File: src/apb_subsys_pkg.sv
package apb_subsys_pkg;

  // ----------------------------------------
  // AHB-lite and APB bus bundles
  // ----------------------------------------
  typedef struct packed {
    logic        hsel;
    logic [31:0] haddr;
    logic [1:0]  htrans;   // IDLE, BUSY, NONSEQ, SEQ
    logic        hwrite;
    logic [2:0]  hsize;
    logic [31:0] hwdata;   // Valid in the data phase
  } ahb_req_t;

  typedef struct packed {
    logic [31:0] hrdata;
    logic        hready;
    logic        hresp;    // OKAY or ERROR only
  } ahb_rsp_t;

  // Shared by every slot
  typedef struct packed {
    logic [31:0] paddr;
    logic        pwrite;
    logic [31:0] pwdata;
    logic [3:0]  pstrb;    // Filled in by the decoder
    logic        penable;
  } apb_req_t;

  typedef struct packed {
    logic [31:0] prdata;
    logic        pready;
  } apb_rsp_t;

  localparam logic [1:0] HTRANS_NONSEQ = 2'b10;
  localparam logic [1:0] HTRANS_SEQ    = 2'b11;
  localparam logic       HRESP_OKAY    = 1'b0;
  localparam logic       HRESP_ERROR   = 1'b1;

  // ----------------------------------------
  // Slot map, 64 KB per slot
  // ----------------------------------------
  localparam int          N_SLOTS    = 9;
  localparam int          SLOT_W     = $clog2(N_SLOTS);
  localparam logic [31:0] SLOT_BASE  = 32'h0080_0000;
  localparam int          SLOT_SHIFT = 16;

  localparam logic [SLOT_W-1:0] SLOT_SPI   = 4'd0;
  localparam logic [SLOT_W-1:0] SLOT_UART0 = 4'd1;   // Byte wide
  localparam logic [SLOT_W-1:0] SLOT_GPIO  = 4'd2;
  localparam logic [SLOT_W-1:0] SLOT_TTC   = 4'd3;
  localparam logic [SLOT_W-1:0] SLOT_SMC   = 4'd5;
  localparam logic [SLOT_W-1:0] SLOT_PMC   = 4'd6;   // Internal power control
  localparam logic [SLOT_W-1:0] SLOT_UART1 = 4'd8;   // Byte wide

  // Slots 4 and 7 are holes and answer ERROR
  localparam logic [N_SLOTS-1:0] SLOT_USED = 9'b1_0110_1111;

  // Power control registers, word offsets inside the slot
  localparam logic [SLOT_SHIFT-1:0] PMC_CTRL_OFFS = 16'h0000;
  localparam logic [SLOT_SHIFT-1:0] PMC_WAKE_OFFS = 16'h0004;
  localparam int                    CTRL_ISO_BIT  = 8;   // isolate_mem

  // ----------------------------------------
  // Power domains, bit positions in CTRL
  // ----------------------------------------
  localparam int N_DOMAINS = 6;
  localparam int DOM_SMC   = 0;
  localparam int DOM_URT   = 1;
  localparam int DOM_MACB0 = 2;
  localparam int DOM_MACB1 = 3;
  localparam int DOM_MACB2 = 4;
  localparam int DOM_MACB3 = 5;

  typedef struct packed {
    logic       spi;
    logic       uart0;
    logic       uart1;
    logic       gpio;       // Only source that leaves hibernate
    logic [2:0] ttc;
    logic       dma;
    logic [3:0] macb_int;
  } irq_src_t;

endpackage

File: src/ahb_apb_bridge.sv
`timescale 1ns/1ps

module ahb_apb_bridge (
  input  logic                              i_hclk,
  input  logic                              i_reset,
  input  apb_subsys_pkg::ahb_req_t          i_ahb,
  output apb_subsys_pkg::ahb_rsp_t          o_ahb,
  output apb_subsys_pkg::apb_req_t          o_apb,     // pstrb left clear
  output logic [apb_subsys_pkg::SLOT_W-1:0] o_slot,
  output logic                              o_mapped,
  output logic                              o_active,  // Setup or access phase
  input  apb_subsys_pkg::apb_rsp_t          i_rsp      // Selected slot
);
  import apb_subsys_pkg::*;

  typedef enum logic [2:0] {
    S_IDLE,    // Also the data phase end of a good transfer
    S_SETUP,
    S_ACCESS,
    S_ERR1,    // ERROR, hready low
    S_ERR2     // ERROR, hready high
  } state_t;

  state_t            state_q;
  state_t            state_d;
  logic [31:0]       offs;
  logic              in_window;
  logic              hit;
  logic              trans_valid;
  logic              hready;
  logic              accept;
  logic [SLOT_W-1:0] slot_d;
  logic [SLOT_W-1:0] slot_q;
  logic              mapped_q;
  logic              write_q;
  logic [31:0]       addr_q;
  logic [31:0]       wdata_q;
  logic [31:0]       rdata_q;

  // ----------------------------------------
  // Address phase decode
  // ----------------------------------------
  assign offs      = i_ahb.haddr - SLOT_BASE;               // Wraps below base
  assign in_window = (offs[31:SLOT_SHIFT] < N_SLOTS);
  assign slot_d    = offs[SLOT_SHIFT +: SLOT_W];
  assign hit       = in_window && SLOT_USED[slot_d];        // Holes give ERROR

  assign trans_valid = (i_ahb.htrans == HTRANS_NONSEQ) || (i_ahb.htrans == HTRANS_SEQ);
  assign hready      = (state_q == S_IDLE) || (state_q == S_ERR2);
  assign accept      = i_ahb.hsel && hready && trans_valid;

  always_comb begin
    state_d = state_q;
    case (state_q)
      S_IDLE, S_ERR2: begin
        if (accept) begin
          state_d = hit ? S_SETUP : S_ERR1;
        end else begin
          state_d = S_IDLE;
        end
      end
      S_SETUP:  state_d = S_ACCESS;
      S_ACCESS: state_d = i_rsp.pready ? S_IDLE : S_ACCESS;   // Stretch on wait states
      S_ERR1:   state_d = S_ERR2;
      default:  state_d = S_IDLE;
    endcase
  end

  always_ff @(posedge i_hclk) begin
    if (i_reset) begin
      state_q  <= S_IDLE;
      mapped_q <= 1'b0;
      slot_q   <= '0;
      write_q  <= 1'b0;
    end else begin
      state_q <= state_d;
      if (accept) begin
        mapped_q <= hit;
        slot_q   <= slot_d;
        write_q  <= i_ahb.hwrite;
      end
    end
  end

  // Address, write and read data
  always_ff @(posedge i_hclk) begin
    if (accept) begin
      addr_q <= i_ahb.haddr;
    end
    if (state_q == S_SETUP) begin
      wdata_q <= i_ahb.hwdata;   // AHB data phase lines up with setup
    end
    if ((state_q == S_ACCESS) && i_rsp.pready) begin
      rdata_q <= i_rsp.prdata;
    end
  end

  // ----------------------------------------
  // Outputs
  // ----------------------------------------
  assign o_active = (state_q == S_SETUP) || (state_q == S_ACCESS);
  assign o_slot   = slot_q;
  assign o_mapped = mapped_q;

  always_comb begin
    o_apb.paddr   = addr_q;
    o_apb.pwrite  = write_q;
    o_apb.pwdata  = (state_q == S_SETUP) ? i_ahb.hwdata : wdata_q;  // Bypass in setup
    o_apb.pstrb   = '0;
    o_apb.penable = (state_q == S_ACCESS);
  end

  assign o_ahb.hrdata = rdata_q;
  assign o_ahb.hready = hready;
  assign o_ahb.hresp  = ((state_q == S_ERR1) || (state_q == S_ERR2)) ? HRESP_ERROR
                                                                      : HRESP_OKAY;

  // Access phase always follows a setup cycle of the same transfer
  a_penable_after_setup: assert property (@(posedge i_hclk) disable iff (i_reset)
    o_apb.penable |-> (o_active && $past(o_active)));

  // Accepted transfer stalls the AHB side next cycle
  a_stall_after_accept: assert property (@(posedge i_hclk) disable iff (i_reset)
    accept |=> !o_ahb.hready);

endmodule

File: src/apb_slot_decoder.sv
`timescale 1ns/1ps

module apb_slot_decoder #(
  parameter int BIG_ENDIAN = 0   // 1 swaps UART byte lanes
) (
  input  apb_subsys_pkg::apb_req_t           i_apb,
  input  logic [apb_subsys_pkg::SLOT_W-1:0]  i_slot,
  input  logic                               i_mapped,
  input  logic                               i_active,
  output apb_subsys_pkg::apb_req_t           o_apb,       // With byte strobes
  output logic [apb_subsys_pkg::N_SLOTS-1:0] o_psel,
  input  apb_subsys_pkg::apb_rsp_t           i_slot_rsp [apb_subsys_pkg::N_SLOTS],
  input  apb_subsys_pkg::apb_rsp_t           i_pmc_rsp,   // Internal slot
  output apb_subsys_pkg::apb_rsp_t           o_rsp
);
  import apb_subsys_pkg::*;

  // Answer of a hole, ready at once with no data
  localparam apb_rsp_t RSP_EMPTY = '{prdata: 32'h0, pready: 1'b1};

  logic [1:0] lane;
  logic       byte_slot;
  apb_rsp_t   slot_rsp [N_SLOTS];

  // ----------------------------------------
  // Peripheral select
  // ----------------------------------------
  always_comb begin
    o_psel = '0;
    if (i_mapped && i_active) begin
      o_psel[i_slot] = 1'b1;   // Bridge only marks valid slots
    end
  end

  // ----------------------------------------
  // Byte lanes for the UARTs
  // ----------------------------------------
  // UART registers sit on byte addresses, so only one lane is live
  assign lane      = (BIG_ENDIAN != 0) ? ~i_apb.paddr[1:0] : i_apb.paddr[1:0];
  assign byte_slot = (i_slot == SLOT_UART0) || (i_slot == SLOT_UART1);

  always_comb begin
    o_apb       = i_apb;
    o_apb.pstrb = byte_slot ? (4'b0001 << lane) : 4'b1111;   // Word slots get all lanes
  end

  // ----------------------------------------
  // Response mux
  // ----------------------------------------
  for (genvar s = 0; s < N_SLOTS; s++) begin : g_rsp
    if (s == SLOT_PMC) begin : g_pmc
      assign slot_rsp[s] = i_pmc_rsp;
    end else if (SLOT_USED[s]) begin : g_ext
      assign slot_rsp[s] = i_slot_rsp[s];
    end else begin : g_hole
      assign slot_rsp[s] = RSP_EMPTY;   // External entry ignored
    end
  end

  assign o_rsp = (i_slot < N_SLOTS) ? slot_rsp[i_slot] : RSP_EMPTY;

  // At most one slot selected
  a_psel_onehot: assert final ($onehot0(o_psel));

endmodule

File: src/power_ctrl.sv
`timescale 1ns/1ps

module power_ctrl #(
  parameter int N_MACB = 4
) (
  input  logic                                 i_hclk,
  input  logic                                 i_reset,
  input  apb_subsys_pkg::apb_req_t             i_apb,
  input  logic                                 i_psel,
  output apb_subsys_pkg::apb_rsp_t             o_rsp,
  input  apb_subsys_pkg::irq_src_t             i_irq,
  input  logic [N_MACB-1:0]                    i_macb_wakeup,
  output logic [apb_subsys_pkg::N_DOMAINS-1:0] o_clk_en,
  output logic                                 o_pcm_irq    // MAC wake pending
);
  import apb_subsys_pkg::*;

  logic [N_DOMAINS-1:0]  gate_q;     // 1 stops the domain clock
  logic [N_DOMAINS-1:0]  gate_d;
  logic                  iso_q;      // isolate_mem, hibernate
  logic                  iso_d;
  logic [N_MACB-1:0]     wake_q;     // Sticky WAKE_STATUS
  logic [N_MACB-1:0]     wake_clr;
  logic [N_DOMAINS-1:0]  clk_en_q;
  logic [SLOT_SHIFT-1:0] reg_off;
  logic                  wr_acc;
  logic                  wr_ctrl;
  logic                  wr_wake;
  logic                  wake;

  // MAC domains must fill the top of the domain map
  if (N_MACB != N_DOMAINS - DOM_MACB0) begin : g_bad_macb
    $error("power_ctrl: N_MACB does not fit the power domain map");
  end

  // ----------------------------------------
  // APB write decode
  // ----------------------------------------
  assign reg_off = {i_apb.paddr[SLOT_SHIFT-1:2], 2'b00};   // Word aligned
  assign wr_acc  = i_psel && i_apb.penable && i_apb.pwrite;  // Access edge, no waits
  assign wr_ctrl = wr_acc && (reg_off == PMC_CTRL_OFFS);
  assign wr_wake = wr_acc && (reg_off == PMC_WAKE_OFFS);

  // Write one to clear
  assign wake_clr = (wr_wake && i_apb.pstrb[0]) ? i_apb.pwdata[N_MACB-1:0] : '0;

  // ----------------------------------------
  // Wake detection
  // ----------------------------------------
  assign o_pcm_irq = |wake_q;

  // Sleep wakes on any event, hibernate only on GPIO
  assign wake = (((|i_irq) || o_pcm_irq) && !iso_q) || (i_irq.gpio && iso_q);

  always_comb begin
    gate_d = gate_q;
    iso_d  = iso_q;
    if (wake) begin             // Wins over a CTRL write
      gate_d = '0;
      iso_d  = 1'b0;
    end else if (wr_ctrl) begin
      if (i_apb.pstrb[0]) begin
        gate_d = i_apb.pwdata[N_DOMAINS-1:0];
      end
      if (i_apb.pstrb[CTRL_ISO_BIT / 8]) begin
        iso_d = i_apb.pwdata[CTRL_ISO_BIT];
      end
    end
  end

  always_ff @(posedge i_hclk) begin
    if (i_reset) begin
      gate_q   <= '0;
      iso_q    <= 1'b0;
      clk_en_q <= '1;          // All domains clocked
      wake_q   <= '0;
    end else begin
      gate_q   <= gate_d;
      iso_q    <= iso_d;
      clk_en_q <= ~gate_d;     // Enable tracks the gate bit edge for edge
      wake_q   <= (wake_q & ~wake_clr) | i_macb_wakeup;   // New wake-up beats clear
    end
  end

  assign o_clk_en = clk_en_q;

  // ----------------------------------------
  // Read back
  // ----------------------------------------
  always_comb begin
    o_rsp.prdata = '0;
    o_rsp.pready = 1'b1;   // Never waits
    case (reg_off)
      PMC_CTRL_OFFS: begin
        o_rsp.prdata[N_DOMAINS-1:0] = gate_q;
        o_rsp.prdata[CTRL_ISO_BIT]  = iso_q;
      end
      PMC_WAKE_OFFS: o_rsp.prdata[N_MACB-1:0] = wake_q;
      default: o_rsp.prdata = '0;   // Unused offsets
    endcase
  end

  // Every domain runs again the cycle after a wake event
  a_wake_clocks_on: assert property (@(posedge i_hclk) disable iff (i_reset)
    wake |=> (&o_clk_en));

endmodule

File: src/apb_subsystem.sv
`timescale 1ns/1ps

module apb_subsystem #(
  parameter int BIG_ENDIAN = 0,
  parameter int N_MACB     = 4
) (
  input  logic                                 i_hclk,      // AHB and APB clock
  input  logic                                 i_reset,
  input  apb_subsys_pkg::ahb_req_t             i_ahb,
  output apb_subsys_pkg::ahb_rsp_t             o_ahb,
  output apb_subsys_pkg::apb_req_t             o_apb,       // To every slot
  output logic [apb_subsys_pkg::N_SLOTS-1:0]   o_psel,
  input  apb_subsys_pkg::apb_rsp_t             i_slot_rsp [apb_subsys_pkg::N_SLOTS],
  input  apb_subsys_pkg::irq_src_t             i_irq,
  input  logic [N_MACB-1:0]                    i_macb_wakeup,
  output logic [apb_subsys_pkg::N_DOMAINS-1:0] o_clk_en,
  output logic                                 o_pcm_irq
);
  import apb_subsys_pkg::*;

  apb_req_t          bridge_apb;   // Before strobes
  logic [SLOT_W-1:0] slot;
  logic              mapped;
  logic              active;
  apb_rsp_t          sel_rsp;
  apb_rsp_t          pmc_rsp;

  // ----------------------------------------
  // AHB to APB
  // ----------------------------------------
  ahb_apb_bridge u_bridge (
    .i_hclk   (i_hclk),
    .i_reset  (i_reset),
    .i_ahb    (i_ahb),
    .o_ahb    (o_ahb),
    .o_apb    (bridge_apb),
    .o_slot   (slot),
    .o_mapped (mapped),
    .o_active (active),
    .i_rsp    (sel_rsp)
  );

  apb_slot_decoder #(
    .BIG_ENDIAN (BIG_ENDIAN)
  ) u_decoder (
    .i_apb      (bridge_apb),
    .i_slot     (slot),
    .i_mapped   (mapped),
    .i_active   (active),
    .o_apb      (o_apb),
    .o_psel     (o_psel),
    .i_slot_rsp (i_slot_rsp),
    .i_pmc_rsp  (pmc_rsp),
    .o_rsp      (sel_rsp)
  );

  // Power control sits on its own slot
  power_ctrl #(
    .N_MACB (N_MACB)
  ) u_power_ctrl (
    .i_hclk        (i_hclk),
    .i_reset       (i_reset),
    .i_apb         (o_apb),
    .i_psel        (o_psel[SLOT_PMC]),
    .o_rsp         (pmc_rsp),
    .i_irq         (i_irq),
    .i_macb_wakeup (i_macb_wakeup),
    .o_clk_en      (o_clk_en),
    .o_pcm_irq     (o_pcm_irq)
  );

endmodule

File: config.mk
export PLATFORM = sky130hd
export DESIGN_NAME = apb_subsystem
export DESIGN_NICKNAME = d
export VERILOG_FILES = /design/src/apb_subsys_pkg.sv /design/src/ahb_apb_bridge.sv /design/src/apb_slot_decoder.sv /design/src/power_ctrl.sv /design/src/apb_subsystem.sv
export SDC_FILE = /design/constraint.sdc
export NUM_CORES = 1
export LEC_CHECK = 0
export BUFFER_PORTS_ARGS = -buffer_cell sky130_fd_sc_hd__buf_2
export CAP_MARGIN = 15
export CORE_AREA = 2 2 198 200
export DETAILED_ROUTE_END_ITERATION = 16
export DIE_AREA = 0 0 200 202
export PLACE_DENSITY = 0.42
export SLEW_MARGIN = 20
export SYNTH_ARGS = -nofsm -noshare
export SYNTH_HDL_FRONTEND = slang
export SYNTH_SLANG_ARGS = --single-unit
File: constraint.sdc
create_clock -name i_hclk -period 2.55 [get_ports i_hclk]
set_clock_uncertainty 0.05 [all_clocks]
set_input_delay 0.255 -clock i_hclk [delete_from_list [all_inputs] [get_ports i_hclk]]
set_output_delay 0.255 -clock i_hclk [all_outputs]
set_load 0.01 [all_outputs]
=== After elaboration in Yosys (flattened, before gate mapping) ===
Memory sizes are Yosys's and may differ from the RTL's.
Cells that the tools add are included.
Widths: inputs -> output; s select.

* Bits in registers: 122
* Latch bits: 0
* Bits in writable memories: 0
* Bits in read-only memories: 16
* Input port bits: 386
* Output and inout bits: 120
* Logic and storage cells: 84
* Memories kept: 1

{| class="wikitable"
|+ Memory list
! memory !! words !! width !! rd ports !! clocked after Yosys merged registers in !! write ports !! RTL line !! text
|-
| (name not given) || 16 || 1 || 1 || 0 || 0 || ahb_apb_bridge.sv:46 || <nowiki>assign hit = in_window && SLOT_USED[slot_d];</nowiki>
|}

* $add $sub $neg: 1
* Multipliers: 0
* Divide/modulo/power cells: 0
* $lt $le $gt $ge: 6
* Eq/ne operators: 9
* Shift operators: 1
* Mux-type cells: 22
* Bitwise operators: 5
* Reduce and logical (&&, ||, !) cells: 28

{| class="wikitable"
|+ Operator list
! kind !! number
|-
| $bmux 33 s4 || 1
|-
| $mux 33 || 2
|-
| $mux 32 || 1
|-
| $sub 32x24->32 const B || 1
|-
| $mux 6 || 3
|-
| $logic_not 16->1 || 1
|-
| $lt 16x4->1 const B || 1
|-
| $eq 14x1->1 const B || 1
|-
| $logic_and 1x1->1 || 13
|-
| $pmux 3 s4 || 1
|-
| $reduce_or 12->1 || 1
|-
| $lt 4x5->1 const B || 2
|-
| $mux 9 || 1
|-
| $mux 4 || 2
|-
| $pmux 4 s2 || 1
|-
| $logic_or 1x1->1 || 7
|-
| $eq 3x2->1 const B || 2
|-
| $mux 2 || 3
|-
| $not 6->6 || 1
|-
| $ge 5x5->1 const B || 1
|-
| $mux 1 || 5
|-
| $not 4->5 || 1
|-
| $and 4x4->4 || 1
|-
| $demux 1 s4 || 1
|-
| other kinds (16) || 18
|}

=== Longest topological paths before layout ===
Gate-level depths: netlist of the first run.

* Depth in word-level cells: 13
* Gate-level depth with buffers: 6
* Mapped depth without buffers: 6

=== By module ===
Synthesis of the first run repeated with hierarchy kept, for this count alone.

* Cells, all modules: 611
* Area total of the unflattened synthesis: 6852.8 um^2

{| class="wikitable"
|+ Modules (own cells, without submodules)
! module !! instances !! cells an instance !! area each (um^2)
|-
| ahb_apb_bridge || 1 || 200 || 3503.4
|-
| apb_slot_decoder || 1 || 293 || 2369.8
|-
| power_ctrl || 1 || 118 || 979.7
|}

=== Worst setup path before layout of the first run ===
No wires, ideal clock.

* Kind: register -> register
* Start: register u_bridge.slot_q[1], in the netlist u_bridge.o_slot[1]
* End: register u_bridge.rdata_q[0], enable pin
* Setup time: 392 ps
* Data arrival time: 1837 ps
* Slack: 271 ps
* Stages on the path, launching flop included: 6
* Path buffers: 3
* Cell sequence: dfxtp_1 > buf_2 > buf_2 > buf_2 > o21bai_1 > and3_1

* Word-level cells in the longest chain between the ends: 6

{| class="wikitable"
|+ Ends and longest elaborated chain
! item !! RTL line !! text
|-
| start, declared || ahb_apb_bridge.sv:33 || <nowiki>logic [SLOT_W-1:0] slot_q;</nowiki>
|-
| start signal, assigned || ahb_apb_bridge.sv:79 || <nowiki>slot_q <= slot_d;</nowiki>
|-
| $not 4->5 (implied by the code) || apb_slot_decoder.sv:60 || <nowiki>assign o_rsp = (i_slot < N_SLOTS) ? slot_rsp[i_slot] : RSP_EMPTY;</nowiki>
|-
| $bmux 33 s4 || apb_slot_decoder.sv:60 ||
|-
| $mux 33 (implied by the code) (2 in a row) || apb_slot_decoder.sv:60 ||
|-
| $mux 1 * || apb_slot_decoder.sv:60 ||
|-
| $logic_and 1x1->1 * || ahb_apb_bridge.sv:93 || <nowiki>if ((state_q == S_ACCESS) && i_rsp.pready) begin</nowiki>
|-
| end signal, assigned || ahb_apb_bridge.sv:94 || <nowiki>rdata_q <= i_rsp.prdata;</nowiki>
|-
| end, declared || ahb_apb_bridge.sv:38 || <nowiki>logic [31:0] rdata_q;</nowiki>
|}

Mark *: on every way between the ends. The rest lies on a longest branch, timed or not. The select of a mux whose other input is x is not followed.
A chain may end at the register's enable or synchronous reset.

=== Worst setup path in the final report of the first run ===
* Start: register u_bridge.slot_q[1], in the netlist u_bridge.o_slot[1]
* End: register u_bridge.rdata_q[0] (data pin)

* Word-level cells in the longest chain between the ends: 4

{| class="wikitable"
|+ Ends and longest elaborated chain
! item !! RTL line
|-
| $not 4->5 (implied by the code) || apb_slot_decoder.sv:60
|-
| $bmux 33 s4 || apb_slot_decoder.sv:60
|-
| $mux 33 (implied by the code) (2 in a row) || apb_slot_decoder.sv:60
|}

Parallel ways exist; a longest one is shown, timed or not. The select of a mux whose other input is x is not followed.

==> flow_summary.yaml, run 1 <==
status:
  status: "finished, final reports clean"
worst_setup_path:
  path_class: "register to register"
  crit_cells: 5
  reg2regPathDepth: 5
  required_ns: 2.68
  reg2reg_from: "u_bridge.o_slot[1]"
  critical_path.top_delay_family: "compound AO/OA/AOI/OAI gates"
  crit_slowest_cell: "dfxtp_2"
  cp_slowest_stage_delay_ns: 0.66
  cp-startpoint: "u_bridge.o_slot[1]"
  crit_chain: "buf_4, mux4_2, a222oi_1, buf_4, o21ai_1"
  cp_data_arrival_time_ns: 2.62
  worstReg2RegEnd: "u_bridge.rdata_q[0]"
  rrSetupSlack_ns: 0.07
  crit_buf_inv: 2
  critPathMostFrequentCell: "buf_4"
  path_max_fanout: 17
  worstSetupStartpointType: "register"
  end_kind: "register"
grt:
  grt_pass1_vias: 6044
  overflow: 0
  grt_start_max_net_pins: 34
  antenna_found_initial: 3
  grt_pass1_wl_um: 35600
  grt.total_usage: 0.123
detailed_routing:
  drt_pass1_iterations: 5
  vias: 5805
  wl_per_cell_um: 17.4
  drt-total-wl_um: 25600
  route.detailed.drc: 0
  drtIter0Drc: 261
  viasPerCell: 3.94
  ant_nets: 0
worst_hold_path:
  holdPathEnd: "u_bridge.wdata_q[5]"
  hp-start: "i_ahb[5]"
  holdPathStages: 2
  hp-class: "input port to register"
layout:
  instances_no_fill: 1475
  syn2layout_area_growth_pct: 70.1
  multi_input_area_mm2: 0.00242
  fillers: 4122
  drive_above_1_share: 0.580
  seqCellArea_mm2: 0.00309
  stdcell_area_mm2: 0.00989
  nets: 1330
place:
  hpwl_um: 20800
  port_buffers: 402
  placed_area_mm2: 0.00861
  dp.cells: 1378
  routabilityCongestion: 0.747
cts:
  cts_buffers: 17
  cts_tree: "yes"
  clockBufferDepth: 2
  h-tree-depth: 4
  clk_latency_ns: 0.43
  clk_pin_slew_ns: 0.07
  clock-sinks: 122
  clock_tree.root_cell: "clkbuf_16"
synthesis:
  synth_edf_count: 64
  synth-seq-cells: 122
  seq_area_frac_synth: 0.530
  synth_area_mm2: 0.00582
  syn_nets: 841
  synthFlopType: "edfxtp_1"
  yosysWarnings: 0
  async_flop_share: 0
  synth_cells: 453
  syn_avg_cell_area_um2: 12.8
  yosysUniqueCellTypes: 50
timing:
  slew_viol_final: 0
  final-hold-violation-count: 0
  tns_ns: 0
  layout_min_cycle_time_ns: 2.48
  rsz0062_at_grt: "no"
  fmax_mhz: 403
  fin_crit_sh: 0.974
  maxSlewHeadroom: 0.415
  worst_pin_slew_ns: 0.873
  setup_viol_count_final: 0
power_and_ir_drop:
  vdd_drop_max_mv: 0.569
  power.density_mw_per_mm2: 638
  power_leakage_nw: 4.23
  power_mw: 6.31
flow_run:
  cap_violations: 0
die:
  core_region_area_mm2: 0.0383
  die_h_um: 202
  chipWidth_um: 200
  dieArea_mm2: 0.0404
  start_util: 0.152
  io_pins: 506
  rows: 72
[area by class of cell]
| cell class | instances | share of cell area |
|---|---|---|
| Clock inverter | 10 | 0.00898 |
| Tap cell | 518 | 0.0655 |
| Multi-Input combinational cell | 264 | 0.245 |
| Clock buffer | 22 | 0.0545 |
| Timing Repair Buffer | 505 | 0.301 |
| Inverter | 32 | 0.0121 |
| Antenna cell | 2 | 0.000506 |
| Sequential cell | 122 | 0.312 |
[cell usage in the layout (no fill, tap or decap), types with 4 or more instances in the layout]
| master | n |
|---|---|
| buf_2 | 402 |
| edfxtp_1 | 64 |
| dlygate4sd3_1 | 58 |
| dfxtp_1 | 56 |
| buf_4 | 41 |
| mux4_2 | 33 |
| inv_1 | 32 |
| o21ai_0 | 29 |
| mux2_2 | 28 |
| nor2_1 | 23 |
| a222oi_1 | 21 |
| clkbuf_16 | 21 |
| nand2_1 | 17 |
| nor3_1 | 15 |
| a22oi_1 | 11 |
| a21oi_1 | 10 |
| mux2i_1 | 7 |
| nor4_1 | 7 |
| nand2b_1 | 4 |
| nand4_1 | 4 |
| a21boi_0 | 4 |
| o21a_1 | 4 |
| clkinv_4 | 4 |
| buf_12 | 4 |
[cell families after synthesis]
kind of cell	Yosys count	share of synthesized area
simple gates	101	0.101
compound gates	89	0.107
buf+inv	67	0.0572
fa+ha+maj	2	0.00430
mux	69	0.196
xor+xnor	3	0.00452
flops	122	0.530
[cells in the mapped netlist (all sizes together) (8+ instances only)]
cell type	number	share of area
mux2	28	0.054
a21oi	10	0.0086
buf	23	0.029
inv	32	0.021
nor3	16	0.014
o21ai	30	0.026
a222oi	21	0.036
nor4	10	0.014
nand2	17	0.011
mux2i	8	0.014
clkbuf	12	0.0077
a22oi	11	0.014
dfxtp	58	0.20
edfxtp	64	0.33
nor2	24	0.015
mux4	33	0.13
[how the worst max path moves through the flow]
stage | end | slack (ns)
floorplan | u_bridge.rdata_q[0] | 0.27
global placement | u_bridge.rdata_q[0] | -0.04
detailed placement | u_bridge.rdata_q[0] | -0.02
CTS | u_bridge.rdata_q[0] | 0.03
global route | u_bridge.rdata_q[0] | 0.003
finish | u_bridge.rdata_q[0] | 0.07
[power breakdown]
| group | switching (mW) | total [mW] | leakage, nW | internal (mW) |
|---|---|---|---|---|
| combinational | 0.640 | 1.34 | 2.84 | 0.702 |
| sequential | 0.0845 | 2.42 | 1.07 | 2.33 |
| clock | 1.02 | 2.55 | 0.312 | 1.53 |
| total | 1.75 | 6.31 | 4.23 | 4.56 |
[sequential cells by signal, indices dropped and copies added, names as in the netlist]
name and cells:
u_bridge.addr_q 32, u_bridge.rdata_q 32, u_bridge.wdata_q 32, u_power_ctrl.gate_q 6, u_power_ctrl.o_clk_en 6, u_bridge.o_slot 4, u_power_ctrl.wake_q 4, u_bridge.state_q 3
u_bridge.o_mapped 1, u_bridge.write_q 1, u_power_ctrl.iso_q 1
[through the flow]
step	worst slack [ns]	util	hold slack, ns
6_report	0.0661	0.258	0.0366
3_5_place_dp	-0.0226	0.225	0.384
2_1_floorplan	0.271	-	0.283
4_1_cts	0.0341	0.258	0.00559
5_1_grt	0.00318	0.258	0.0268
3_3_place_gp	-0.0369	0.225	0.384
[what timing repair did]
item | in CTS | in global routing
hold endpoints to repair | 58 | 0
hold buffers | 58 | 0
resized for setup | 0 | 1
setup buffers | 5 | 0
endpoints found under the setup margin | 1 | 1
pin swaps | 1 | 0
[layer usage]
metal / track usage / part of all wire / up-vias
met4: 0.0640 / 0.034 / 2
met1: 0.128 / 0.38 / 2730
met3: 0.0337 / 0.084 / 26
li1: - / - / 2755
met5: 0 / 0.00066 / -
met2: 0.224 / 0.50 / 292
[worst register-to-register path: stages (launching register included)]
cell      delay (ns)
dfxtp_2         0.66
buf_4           0.23
mux4_2          0.33
a222oi_1        0.66
buf_4           0.25
o21ai_1         0.06
Power figures use the tool's default switching activity.
==> run 2, diff against run 1 <==
--- a/config.mk
+++ b/config.mk
@@ -9,6 +9,6 @@
 export CAP_MARGIN = 15
-export CORE_AREA = 2 2 198 200
+export CORE_AREA = 2 2 196 198
 export DETAILED_ROUTE_END_ITERATION = 16
-export DIE_AREA = 0 0 200 202
-export PLACE_DENSITY = 0.42
+export DIE_AREA = 0 0 198 200
+export PLACE_DENSITY = 0.43
 export SLEW_MARGIN = 20
==> constraint.sdc (replaced) <==
create_clock -name i_hclk -period 2.55 [get_ports i_hclk]
set_clock_uncertainty 0.05 [all_clocks]
set_input_delay 0.3825 -clock i_hclk [delete_from_list [all_inputs] [get_ports i_hclk]]
set_output_delay 0.3825 -clock i_hclk [all_outputs]
set_load 0.01 [all_outputs]
==> run 2 against run 1 <==
Against the previous run:
- design area shrank 7.3%
- largest cell class unchanged
- clock-buffer cell count is the same
- register-to-register slack gained 0.26 ns
- critical path type is now register to primary output
- setup slack gained 0.11 ns
- hold slack gained 0.033 ns
- wire length shrank 2.0%
- non-clock buffer count shrank 65
==> flow_summary.yaml, run 2 (same netlist as run 1, synthesis figures left out) <==
grt:
  overflow: 0
  grt_pass1_wl_um: 34500
  grt_pass1_vias: 5712
  grt_start_max_net_pins: 34
  antenna_found_initial: 2
  grt.total_usage: 0.123
layout:
  mostFrequentLayoutCell: "buf_2"
  syn2layout_area_growth_pct: 57.7
  fillers: 4101
  top_regs: "u_bridge.addr_q x32, u_bridge.rdata_q x32, u_bridge.wdata_q x32"
  stdcell_area_mm2: 0.00917
  drive_above_1_share: 0.615
  postLayoutCoreUtil: 0.245
  nets: 1265
  instances_no_fill: 1401
  layout_common_cells: "402 x buf_2, 64 x edfxtp_1, 54 x dfxtp_1"
  diodes: 0
power_and_ir_drop:
  power_leakage_nw: 3.91
  vdd_drop_max_mv: 0.446
  power.density_mw_per_mm2: 651
die:
  io_pins: 506
  chipWidth_um: 198
  start_util: 0.155
  rows: 71
  core_region_area_mm2: 0.0374
  dieArea_mm2: 0.0396
  die_h_um: 200
cts:
  clk_latency_ns: 0.44
  clock-sinks: 122
  h-tree-depth: 4
  clockBufferDepth: 2
  hold_buffers: 0
  cts_buffers: 17
  cts_tree: "yes"
  clk_pin_slew_ns: 0.06
  clock_tree.root_cell: "clkbuf_16"
worst_setup_path:
  cp_data_arrival_time_ns: 1.94
  required_ns: 2.12
  reg2reg_from: "u_bridge.o_slot[0]"
  path_class: "register to primary output"
  path_max_fanout: 33
  end_kind: "primary output"
  cp_slowest_stage_delay_ns: 0.40
  worstReg2RegEnd: "u_bridge.rdata_q[1]"
  rrSetupSlack_ns: 0.33
  crit_slowest_cell: "dfxtp_1"
  reg2regPathDepth: 5
  crit_chain: "nor3b_4, buf_12, mux2i_2, inv_1, buf_2"
  worstSetupStartpointType: "register"
timing:
  fin_crit_sh: 0.931
  layout_min_cycle_time_ns: 2.37
  final-hold-violation-count: 0
  rsz0062_at_grt: "no"
  maxSlewHeadroom: 0.570
  setup_ws_ns: 0.175
  slew_viol_final: 0
  fmax_mhz: 421
  tns_ns: 0
  worst_pin_slew_ns: 0.645
  setup_viol_count_final: 0
status:
  status: "finished, final reports clean"
flow_run:
  cap_violations: 0
detailed_routing:
  viasPerCell: 3.96
  wl_per_cell_um: 17.9
  drtIter0Drc: 240
  vias: 5548
  drt_pass1_iterations: 5
  route.detailed.drc: 0
  ant_nets: 0
  drt-total-wl_um: 25100
place:
  routabilityCongestion: 0.731
  port_buffers: 402
  dp.cells: 1364
  placed_area_mm2: 0.00856
  place_worst_setup_slack_ns: 0.0955
  hpwl_um: 20500
worst_hold_path:
  holdPathStages: 1
  hp-start: "i_ahb[45]"
  hp-class: "input port to register"
  holdPathEnd: "u_bridge.addr_q[7]"
[run 2: how the worst max path moves through the flow]
stage                     slack, ns           startpoint  depth (start not counted)                  end
after floorplan                0.27   u_bridge.o_slot[1]                          5  u_bridge.rdata_q[0]
after global placement         0.05   u_bridge.o_slot[0]                          6  u_bridge.rdata_q[1]
after detailed placement        0.1   u_bridge.o_slot[0]                          6  u_bridge.rdata_q[1]
after CTS                     0.008  u_bridge.state_q[0]                          5             o_apb[6]
after global routing           0.03  u_bridge.state_q[1]                          5             o_apb[8]
final                          0.18  u_bridge.state_q[1]                          5             o_apb[8]
[run 2: stage by stage]
stage / total power [mW] / hold WS (ns)
2_1_floorplan: 3.07 / 0.394
5_1_grt: 6.30 / 0.0437
3_5_place_dp: 3.74 / 0.408
3_3_place_gp: 3.73 / 0.404
6_report: 5.97 / 0.0694
4_1_cts: 6.10 / 0.0398
[run 2: report_power, final]
group	internal, mW	switching (mW)	leakage [nW]
sequential	2.33	0.0833	1.07
combinational	0.649	0.626	2.57
clock	1.32	0.955	0.271
[run 2: cell type report]
class	count	area, um2	share of cell area
timing repair buffer	440	2350	0.256
tap	511	639	0.0697
inverter	32	120	0.0131
multi-input combinational	264	2430	0.265
clock inverter	10	65.1	0.00709
clock buffer	22	475	0.0518
sequential	122	3090	0.337
[run 2: what timing repair did]
item,CTS,global route
setup buffers,5,0
gates resized for setup,1,4
gates cloned,0,0
endpoints found under the setup margin,5,3
endpoints found under the hold margin,0,0
[run 2: layer usage]
| layer | vias up | track usage | wire length (um) |
|---|---|---|---|
| met1 | 2620 | 0.129 | 9710 |
| met3 | 29 | 0.0403 | 2060 |
| met5 | - | 0 | 27 |
| met4 | 4 | 0.0482 | 511 |
| met2 | 279 | 0.226 | 12800 |
| li1 | 2616 | - | - |
[run 2: worst max-delay path, delay by kind of cell (launching register included)]
kind,cells,cell delay (ns)
muxes,1,0.31
DFF,1,0.40
and+or+nand+nor,1,0.26
buffers and inverters,3,0.50
